$ cat src/common/board_pkg.sv
// Board platform package: word type, RNG lane constants, clock and reset defaults, GPIO bits.
`default_nettype none

package board_pkg;

    typedef logic [31:0] word_t;

    // Random source.
    localparam int NUM_LANES = 4;
    localparam word_t LFSR_TAPS = 32'h8020_0003;
    localparam word_t SEED_BASE = 32'h1ace_b00c;
    localparam word_t SEED_STEP = 32'h9e37_79b9;

    // Reset stretch in clk cycles.
    localparam int RST_LEN_DEF = 3;

    // Board clock and RTC tick rate.
    localparam int CLK_HZ_DEF = 12_000_000;
    localparam int RTC_HZ_DEF = 1_000_000;

    // GPIO bit map.
    localparam int LED_R_BIT = 8;
    localparam int LED_G_BIT = 9;
    localparam int LED_B_BIT = 10;
    localparam int BTN_GPIO_BIT = 11;

endpackage

`default_nettype wire

$ cat src/common/rng_lane_if.sv
// Lane bus between the RNG seeder, one LFSR lane and the combiner.
`default_nettype none

interface rng_lane_if;
    import board_pkg::*;

    logic load;
    word_t seed;
    logic step;
    word_t state;

    modport seeder (
        output load,
        output seed
    );

    modport lane (
        input load,
        input seed,
        input step,
        output state
    );

    // Load is visible here so the combiner can blank the output word.
    modport combiner (
        input load,
        input state,
        output step
    );

endinterface

`default_nettype wire

$ cat src/io_pads.sv
// Pad registers for UART and buttons, GPIO to LED and button to GPIO mapping.
`default_nettype none

module io_pads (
    input logic clk,
    input logic tx_core,
    input logic rx,
    input logic [1:0] btn,
    input board_pkg::word_t gpio_out,
    output logic tx,
    output logic rx_core,
    output logic [1:0] btn_sync,
    output board_pkg::word_t gpio_in,
    output logic led_r,
    output logic led_g,
    output logic led_b
);
    import board_pkg::*;

    // One register stage on every pad.
    always_ff @(posedge clk) begin
        tx <= tx_core;
        rx_core <= rx;
        btn_sync <= btn;
    end

    // LEDs are active low on the board.
    assign led_r = ~gpio_out[LED_R_BIT];
    assign led_g = ~gpio_out[LED_G_BIT];
    assign led_b = ~gpio_out[LED_B_BIT];

    always_comb begin
        gpio_in = gpio_out;
        gpio_in[BTN_GPIO_BIT] = btn_sync[1];
    end

endmodule

`default_nettype wire

$ cat src/power_ctrl.sv
// Stretched system reset counter and sticky shutdown flag.
`default_nettype none

module power_ctrl #(
    parameter int RST_LEN = board_pkg::RST_LEN_DEF
) (
    input logic clk,
    input logic rst,
    input logic pmu_rst,
    input logic pmu_shdn,
    input logic btn_rst,
    output logic sys_rst,
    output logic shdn
);

    localparam int CNT_W = $clog2(RST_LEN + 1);

    logic [CNT_W-1:0] cnt;
    logic rst_req;

    assign rst_req = rst | pmu_rst | btn_rst;

    always_ff @(posedge clk) begin
        if (rst_req) begin
            // Any reset source restarts the stretch and wakes the board.
            cnt <= CNT_W'(RST_LEN);
            shdn <= 1'b0;
        end else begin
            if (cnt != '0) begin
                cnt <= cnt - 1'b1;
            end
            if (pmu_shdn) begin
                shdn <= 1'b1;
            end
        end
    end

    assign sys_rst = (cnt != '0);

endmodule

`default_nettype wire

$ cat src/rtc_tick.sv
// Clock divider giving a single-cycle RTC tick.
`default_nettype none

module rtc_tick #(
    parameter int CLK_HZ = board_pkg::CLK_HZ_DEF,
    parameter int RTC_HZ = board_pkg::RTC_HZ_DEF
) (
    input logic clk,
    input logic rst,
    input logic hold,
    output logic tick
);

    localparam int DIV = CLK_HZ / RTC_HZ;
    localparam int CNT_W = (DIV > 1) ? $clog2(DIV) : 1;

    logic [CNT_W-1:0] cnt;

    always_ff @(posedge clk) begin
        if (rst) begin
            cnt <= '0;
            tick <= 1'b0;
        end else if (hold) begin
            // Frozen in shutdown.
            tick <= 1'b0;
        end else if (cnt == CNT_W'(DIV - 1)) begin
            cnt <= '0;
            tick <= 1'b1;
        end else begin
            cnt <= cnt + 1'b1;
            tick <= 1'b0;
        end
    end

endmodule

`default_nettype wire

$ cat src/rng/rng_seeder.sv
// RNG seeder: per-lane seeds and load pulses after reset and on reseed.
`default_nettype none

module rng_seeder #(
    parameter int NUM_LANES = board_pkg::NUM_LANES
) (
    input logic clk,
    input logic rst,
    input logic reseed,
    rng_lane_if.seeder lanes [NUM_LANES]
);
    import board_pkg::*;

    word_t gen;
    logic armed;
    logic reseed_q;
    logic load;

    always_ff @(posedge clk) begin
        if (rst) begin
            gen <= '0;
            armed <= 1'b1;
            reseed_q <= 1'b0;
        end else begin
            armed <= 1'b0;
            reseed_q <= reseed;
            if (reseed) begin
                gen <= gen + 1'b1;
            end
        end
    end

    // Armed covers the first cycle out of reset.
    assign load = armed | reseed_q;

    for (genvar i = 0; i < NUM_LANES; i++) begin : g_lane
        assign lanes[i].load = load;
        assign lanes[i].seed = (SEED_BASE + SEED_STEP * word_t'(i)) ^ gen;
    end

endmodule

`default_nettype wire

$ cat src/rng/lfsr_lane.sv
// One 32-bit Galois LFSR lane stepping on request.
`default_nettype none

module lfsr_lane (
    input logic clk,
    input logic rst,
    rng_lane_if.lane lane
);
    import board_pkg::*;

    word_t state;
    word_t seed_safe;
    word_t next;

    // All-zero is the lock-up state of the LFSR.
    assign seed_safe = (lane.seed == '0) ? SEED_BASE : lane.seed;

    always_comb begin
        next = {1'b0, state[31:1]};
        if (state[0]) begin
            next = next ^ LFSR_TAPS;
        end
    end

    always_ff @(posedge clk) begin
        if (rst) begin
            state <= SEED_BASE;
        end else if (lane.load) begin
            state <= seed_safe;
        end else if (lane.step) begin
            state <= next;
        end
    end

    assign lane.state = state;

endmodule

`default_nettype wire

$ cat src/rng/rng_combiner.sv
// RNG combiner: XOR of lane states handed out over valid/ready.
`default_nettype none

module rng_combiner #(
    parameter int NUM_LANES = board_pkg::NUM_LANES
) (
    input logic clk,
    input logic rst,
    input logic hold,
    rng_lane_if.combiner lanes [NUM_LANES],
    output board_pkg::word_t rand_data,
    input logic rand_ready,
    output logic rand_valid
);
    import board_pkg::*;

    word_t states [NUM_LANES];
    logic load_seen;
    logic fire;

    for (genvar i = 0; i < NUM_LANES; i++) begin : g_lane
        assign states[i] = lanes[i].state;
        assign lanes[i].step = fire;
    end

    // All lanes share one load strobe.
    assign load_seen = lanes[0].load;

    always_comb begin
        rand_data = '0;
        for (int i = 0; i < NUM_LANES; i++) begin
            rand_data = rand_data ^ states[i];
        end
    end

    // No word is offered in reset, in a load cycle or in shutdown.
    assign rand_valid = ~rst & ~load_seen & ~hold;

    // Lanes only advance on an accepted word.
    assign fire = rand_valid & rand_ready;

endmodule

`default_nettype wire

$ cat src/board_platform.sv
// Board platform top: pads, power control, RTC tick and hardware random source.
`default_nettype none

module board_platform #(
    parameter int RST_LEN = board_pkg::RST_LEN_DEF,
    parameter int CLK_HZ = board_pkg::CLK_HZ_DEF,
    parameter int RTC_HZ = board_pkg::RTC_HZ_DEF,
    parameter int NUM_LANES = board_pkg::NUM_LANES
) (
    input logic clk,
    input logic rst,
    input logic tx_core,
    output logic rx_core,
    input board_pkg::word_t gpio_out,
    output board_pkg::word_t gpio_in,
    output logic tx,
    input logic rx,
    input logic [1:0] btn,
    output logic led_r,
    output logic led_g,
    output logic led_b,
    input logic pmu_rst,
    input logic pmu_shdn,
    output logic sys_rst,
    output logic shdn,
    output logic rtc_tick,
    output board_pkg::word_t rand_data,
    output logic rand_valid,
    input logic rand_ready,
    input logic reseed
);

    logic [1:0] btn_sync;
    logic blk_rst;

    rng_lane_if lane_bus [NUM_LANES] ();

    // Tick and RNG stay in reset until the stretched reset ends.
    assign blk_rst = rst | sys_rst;

    io_pads io_pads_inst (
        .clk(clk),
        .tx_core(tx_core),
        .rx(rx),
        .btn(btn),
        .gpio_out(gpio_out),
        .tx(tx),
        .rx_core(rx_core),
        .btn_sync(btn_sync),
        .gpio_in(gpio_in),
        .led_r(led_r),
        .led_g(led_g),
        .led_b(led_b)
    );

    power_ctrl #(.RST_LEN(RST_LEN)) power_ctrl_inst (
        .clk(clk),
        .rst(rst),
        .pmu_rst(pmu_rst),
        .pmu_shdn(pmu_shdn),
        .btn_rst(btn_sync[0]),
        .sys_rst(sys_rst),
        .shdn(shdn)
    );

    rtc_tick #(.CLK_HZ(CLK_HZ), .RTC_HZ(RTC_HZ)) rtc_tick_inst (
        .clk(clk),
        .rst(blk_rst),
        .hold(shdn),
        .tick(rtc_tick)
    );

    rng_seeder #(.NUM_LANES(NUM_LANES)) rng_seeder_inst (
        .clk(clk),
        .rst(blk_rst),
        .reseed(reseed),
        .lanes(lane_bus)
    );

    for (genvar i = 0; i < NUM_LANES; i++) begin : g_lane
        lfsr_lane lfsr_lane_inst (
            .clk(clk),
            .rst(blk_rst),
            .lane(lane_bus[i])
        );
    end

    rng_combiner #(.NUM_LANES(NUM_LANES)) rng_combiner_inst (
        .clk(clk),
        .rst(blk_rst),
        .hold(shdn),
        .lanes(lane_bus),
        .rand_data(rand_data),
        .rand_ready(rand_ready),
        .rand_valid(rand_valid)
    );

endmodule

`default_nettype wire

$ cat config.mk
export PLATFORM = sky130hd
export DESIGN_NAME = board_platform
export DESIGN_NICKNAME = d
export VERILOG_FILES = /design/src/common/board_pkg.sv /design/src/common/rng_lane_if.sv /design/src/io_pads.sv /design/src/power_ctrl.sv /design/src/rtc_tick.sv /design/src/rng/rng_seeder.sv /design/src/rng/lfsr_lane.sv /design/src/rng/rng_combiner.sv /design/src/board_platform.sv
export SDC_FILE = /design/constraint.sdc
export NUM_CORES = 1
export LEC_CHECK = 0
export ABC_AREA = 1
export BUFFER_PORTS_ARGS = -buffer_cell sky130_fd_sc_hd__buf_2
export CORE_MARGIN = 2
export CORE_UTILIZATION = 35
export CTS_BUF_LIST = sky130_fd_sc_hd__clkbuf_16
export DETAILED_ROUTE_END_ITERATION = 10
export GPL_ROUTABILITY_DRIVEN = 0
export GPL_TIMING_DRIVEN = 1
export PLACE_DENSITY_LB_ADDON = 0.1
export SLEW_MARGIN = 20
export SYNTH_ARGS = -nofsm -noshare
export SYNTH_HDL_FRONTEND = slang
export SYNTH_HIERARCHICAL = 1
export SYNTH_SLANG_ARGS = --single-unit
$ cat constraint.sdc
create_clock -name clk -period 2.3 [get_ports clk]
set_clock_uncertainty 0.15 [all_clocks]
set_input_delay 0.23 -clock clk [delete_from_list [all_inputs] [get_ports clk]]
set_output_delay 0.23 -clock clk [all_outputs]
set_load 0.02 [all_outputs]
==> impl_metrics.py <==
metrics = {
    "outcome": {
        "status": "completed",
    },
    "clocking": {
        "clk_pin_slew_ns": 0.07,
        "cts_tree": "built",
        "clkSinkCount": 174,
        "cts_buffers": 17,
        "htree_levels": 4,
        "clock_path_buffers": 2,
        "clock_latency_ns": 0.45,
        "cts-root-buf": "clkbuf_16",
    },
    "drt": {
        "vias_per_cell": 4.85,
        "drc_errors": 0,
        "num_vias": 11700,
        "postRouteAntennaNets": 0,
        "dr.first_iter.drc_count": 846,
        "avgRoutedWirePerCell_um": 16.9,
        "drtPass1Iterations": 6,
        "routed_wl_um": 40800,
    },
    "run": {
        "cap_violations": 0,
    },
    "power_and_ir_drop": {
        "p_leak_uw": 0.00600,
        "ir_drop_mv": 0.534,
        "p_total_uw": 6160,
        "p_per_area_nw_per_um2": 476,
    },
    "layout": {
        "diodes": 0,
        "n_fill_cell": 3816,
        "drive_gt1_share_pct": 12.5,
        "area_growth_pct": 6.83,
        "fin_nets": 1997,
        "final_cells": 2420,
    },
    "timing": {
        "max_slew_margin_pct": 60.8,
        "hold_ws_ns": 0.263,
        "fin_crit_ns": 2.10,
        "setup_viol": 0,
        "hold_viol": 0,
        "rsz0062_at_grt": "false",
        "slew_viol_final": 0,
        "tightest_slew_ns": 0.588,
        "period_share_pct": 91.1,
        "fin_setup_tns_ns": 0,
        "fmaxAchievable_mhz": 477,
    },
    "floorplanning": {
        "die_h_um": 190,
        "rows": 68,
        "ios": 115,
        "initial_utilization_pct": 35.3,
        "coreArea_sq_um": 34300,
        "dieArea_sq_um": 36100,
        "die_w_um": 190,
    },
    "critical_path": {
        "crit_start": "power_ctrl_inst/cnt[0]",
        "r2r_slack_ns": 0.20,
        "cp_cell_sequence": "inv_1 -> ha_1 -> inv_2 -> inv_1 -> nand2_4 -> nor2_1 -> nand2_1 -> nor2_1 -> buf_6 -> nor2_2 -> buf_12 -> a221oi_1",
        "cp.arrival_ns": 2.29,
        "path_class": "reg2reg",
        "r2r_cells": 12,
        "worst_path_max_delay_cell": "dfxtp_1",
        "cp_max_fo": 28,
        "r2r_end": "g_lane[3].lfsr_lane_inst/lane.state[24]",
        "r2r-start": "power_ctrl_inst/cnt[0]",
        "worstSetupStartpointType": "register",
        "critPathCapture": "g_lane[3].lfsr_lane_inst/lane.state[24]",
        "critical_path.endpoint_type": "register",
        "cp.required_ns": 2.50,
        "cpPeakStageDelay_ns": 0.31,
    },
    "logic_synthesis": {
        "syn_area_sq_um": 12100,
        "synth_edf_count": 0,
        "syn_avg_cell_area_sq_um": 6.09,
        "synth_cell_types": 31,
        "ys_warn_count": 6,
        "synthCells": 1987,
        "syn-num-nets": 2032,
        "ys_ff_latch": 174,
        "ys_seq_area_share_pct": 28.8,
        "async_flop_share_pct": 0,
        "ys.flop_type": "dfxtp_1",
    },
    "placement": {
        "hpwlAfterDp_um": 29500,
        "io_buffer_count": 57,
        "dp.cells": 2379,
    },
    "grt": {
        "grt_pass1_vias": 10700,
        "overflow": 0,
        "grt.busiest_layer": "met2",
        "grt.met1_usage_pct": 30.2,
        "grt_start_max_net_pins": 104,
        "grt_pass1_wl_um": 63400,
        "met3_usage_pct": 3.58,
        "antenna_found_initial": 0,
        "grt_use_met2_pct": 39.0,
        "track_usage_pct": 23.0,
    },
    "min_path": {
        "hold_path.class": "in2reg",
    },
}
-- registers in the layout, indices dropped and copies added (netlist names) --
register	flops
g_lane.lfsr_lane_inst/lane.state	128
io_pads_inst/btn_sync	2
io_pads_inst/rx_core	1
io_pads_inst/tx	1
power_ctrl_inst/cnt	2
power_ctrl_inst/shdn	1
rng_seeder_inst/armed	1
rng_seeder_inst/gen	32
rng_seeder_inst/reseed_q	1
rtc_tick_inst/cnt	4
rtc_tick_inst/tick	1
-- per-layer routing --
layer  wire, um  part of all wire, %  vias up
met3       2030                  5.0       58
met5          0                    0        -
met1      18800                   46     5390
met4        944                  2.3        0
li1           -                    -     5956
met2      19000                   47      324
-- cell usage in the layout (no fill, tap or decap), types with 2 or more instances in the layout --
master / count
nor3_1: 6
o211ai_1: 4
nor2_4: 5
buf_2: 57
nor2_2: 41
nand2_1: 557
nand3_1: 25
inv_1: 241
buf_4: 71
nand3_2: 2
clkinv_2: 2
inv_4: 5
clkinv_1: 3
nor2_1: 295
nand2_4: 2
clkinvlp_4: 4
nand2_2: 6
buf_12: 11
o21ai_0: 143
dlygate4sd3_1: 9
ha_1: 3
dfxtp_1: 174
xnor2_1: 40
o21ai_1: 65
nand4_1: 16
inv_2: 12
a21oi_1: 106
a221oi_1: 26
bufinv_16: 3
a221oi_2: 2
clkbuf_16: 17
xor2_1: 6
-- power breakdown --
group	switching, uW	internal (uW)	total [uW]
Combinational	37.8	30.9	68.7
Clock	1360	1700	3070
Sequential	4.02	3020	3020
-- cell usage after synthesis, types with 16 or more instances --
library cell | number | share of area [%]
inv_1 | 245 | 7.6
o21ai_0 | 144 | 6.0
a221oi_1 | 28 | 2.0
nand4_1 | 16 | 0.83
nand2_1 | 558 | 17
a21oi_1 | 106 | 4.4
xnor2_1 | 40 | 2.9
nand3_1 | 25 | 1.0
buf_4 | 143 | 8.9
dfxtp_1 | 174 | 29
o21ai_1 | 64 | 2.6
nor2_2 | 37 | 1.9
buf_2 | 19 | 0.79
nor2_1 | 299 | 9.3
buf_6 | 20 | 1.9
-- how the worst min path moves through the flow --
| stage | depth (start not counted) | from | end | slack, ns |
|---|---|---|---|---|
| 6_report | 2 | rx | io_pads_inst/rx_core | 0.26 |
| 5_1_grt | 2 | tx_core | io_pads_inst/tx | 0.24 |
| 4_1_cts | 2 | tx_core | io_pads_inst/tx | 0.24 |
| 3_5_place_dp | 1 | tx_core | io_pads_inst/tx | 0.18 |
| 3_3_place_gp | 1 | btn[0] | io_pads_inst/btn_sync[0] | 0.18 |
| 2_1_floorplan | 0 | btn[0] | io_pads_inst/btn_sync[0] | 0.11 |
-- cells by family (layout without fill, tap and decap cells) --
kind of cell,count (synthesis),in the layout,synth area share (%)
flops,174,174,28.8
compound gates,347,347,15.3
buf+inv,461,439,20.6
fa+ha+maj,3,3,0.310
xor+xnor,46,46,3.33
simple gates,956,956,31.7
-- what timing repair did --
action | in CTS | in global routing
buffers inserted | 0 | 0
resized for setup | 0 | 10
endpoints found under the setup margin | 0 | 48
hold endpoints to repair | 8 | 0
hold buffers | 9 | 0
-- through the flow --
step	worst slack [ns]	instance area (sq um)	utilization [%]
CTS	0.118	12900	37.7
detailed placement	0.132	12200	35.7
global route	0.00174	12900	37.7
finish	0.205	12900	37.7
global placement	0.172	12200	35.7
floorplan	0.0420	12100	-
-- layout make-up --
type | instances | area, sq um | share of cell area [%]
clock inverter | 15 | 170 | 1.32
timing repair buffer | 149 | 1140 | 8.81
inverter | 258 | 981 | 7.59
tap | 455 | 569 | 4.40
multi-input combinational | 1352 | 6160 | 47.7
sequential | 174 | 3480 | 26.9
clock buffer | 17 | 425 | 3.29
-- critical path, delay by kind of cell, from the launching register on --
family,cells,cell delay [ns]
flip-flops,1,0.31
AO/OA/AOI/OAI,1,0.31
adder cells (fa/ha/maj),1,0.20
buffers and inverters,5,0.59
AND/OR/NAND/NOR,5,0.41
Power figures use the tool's default switching activity.
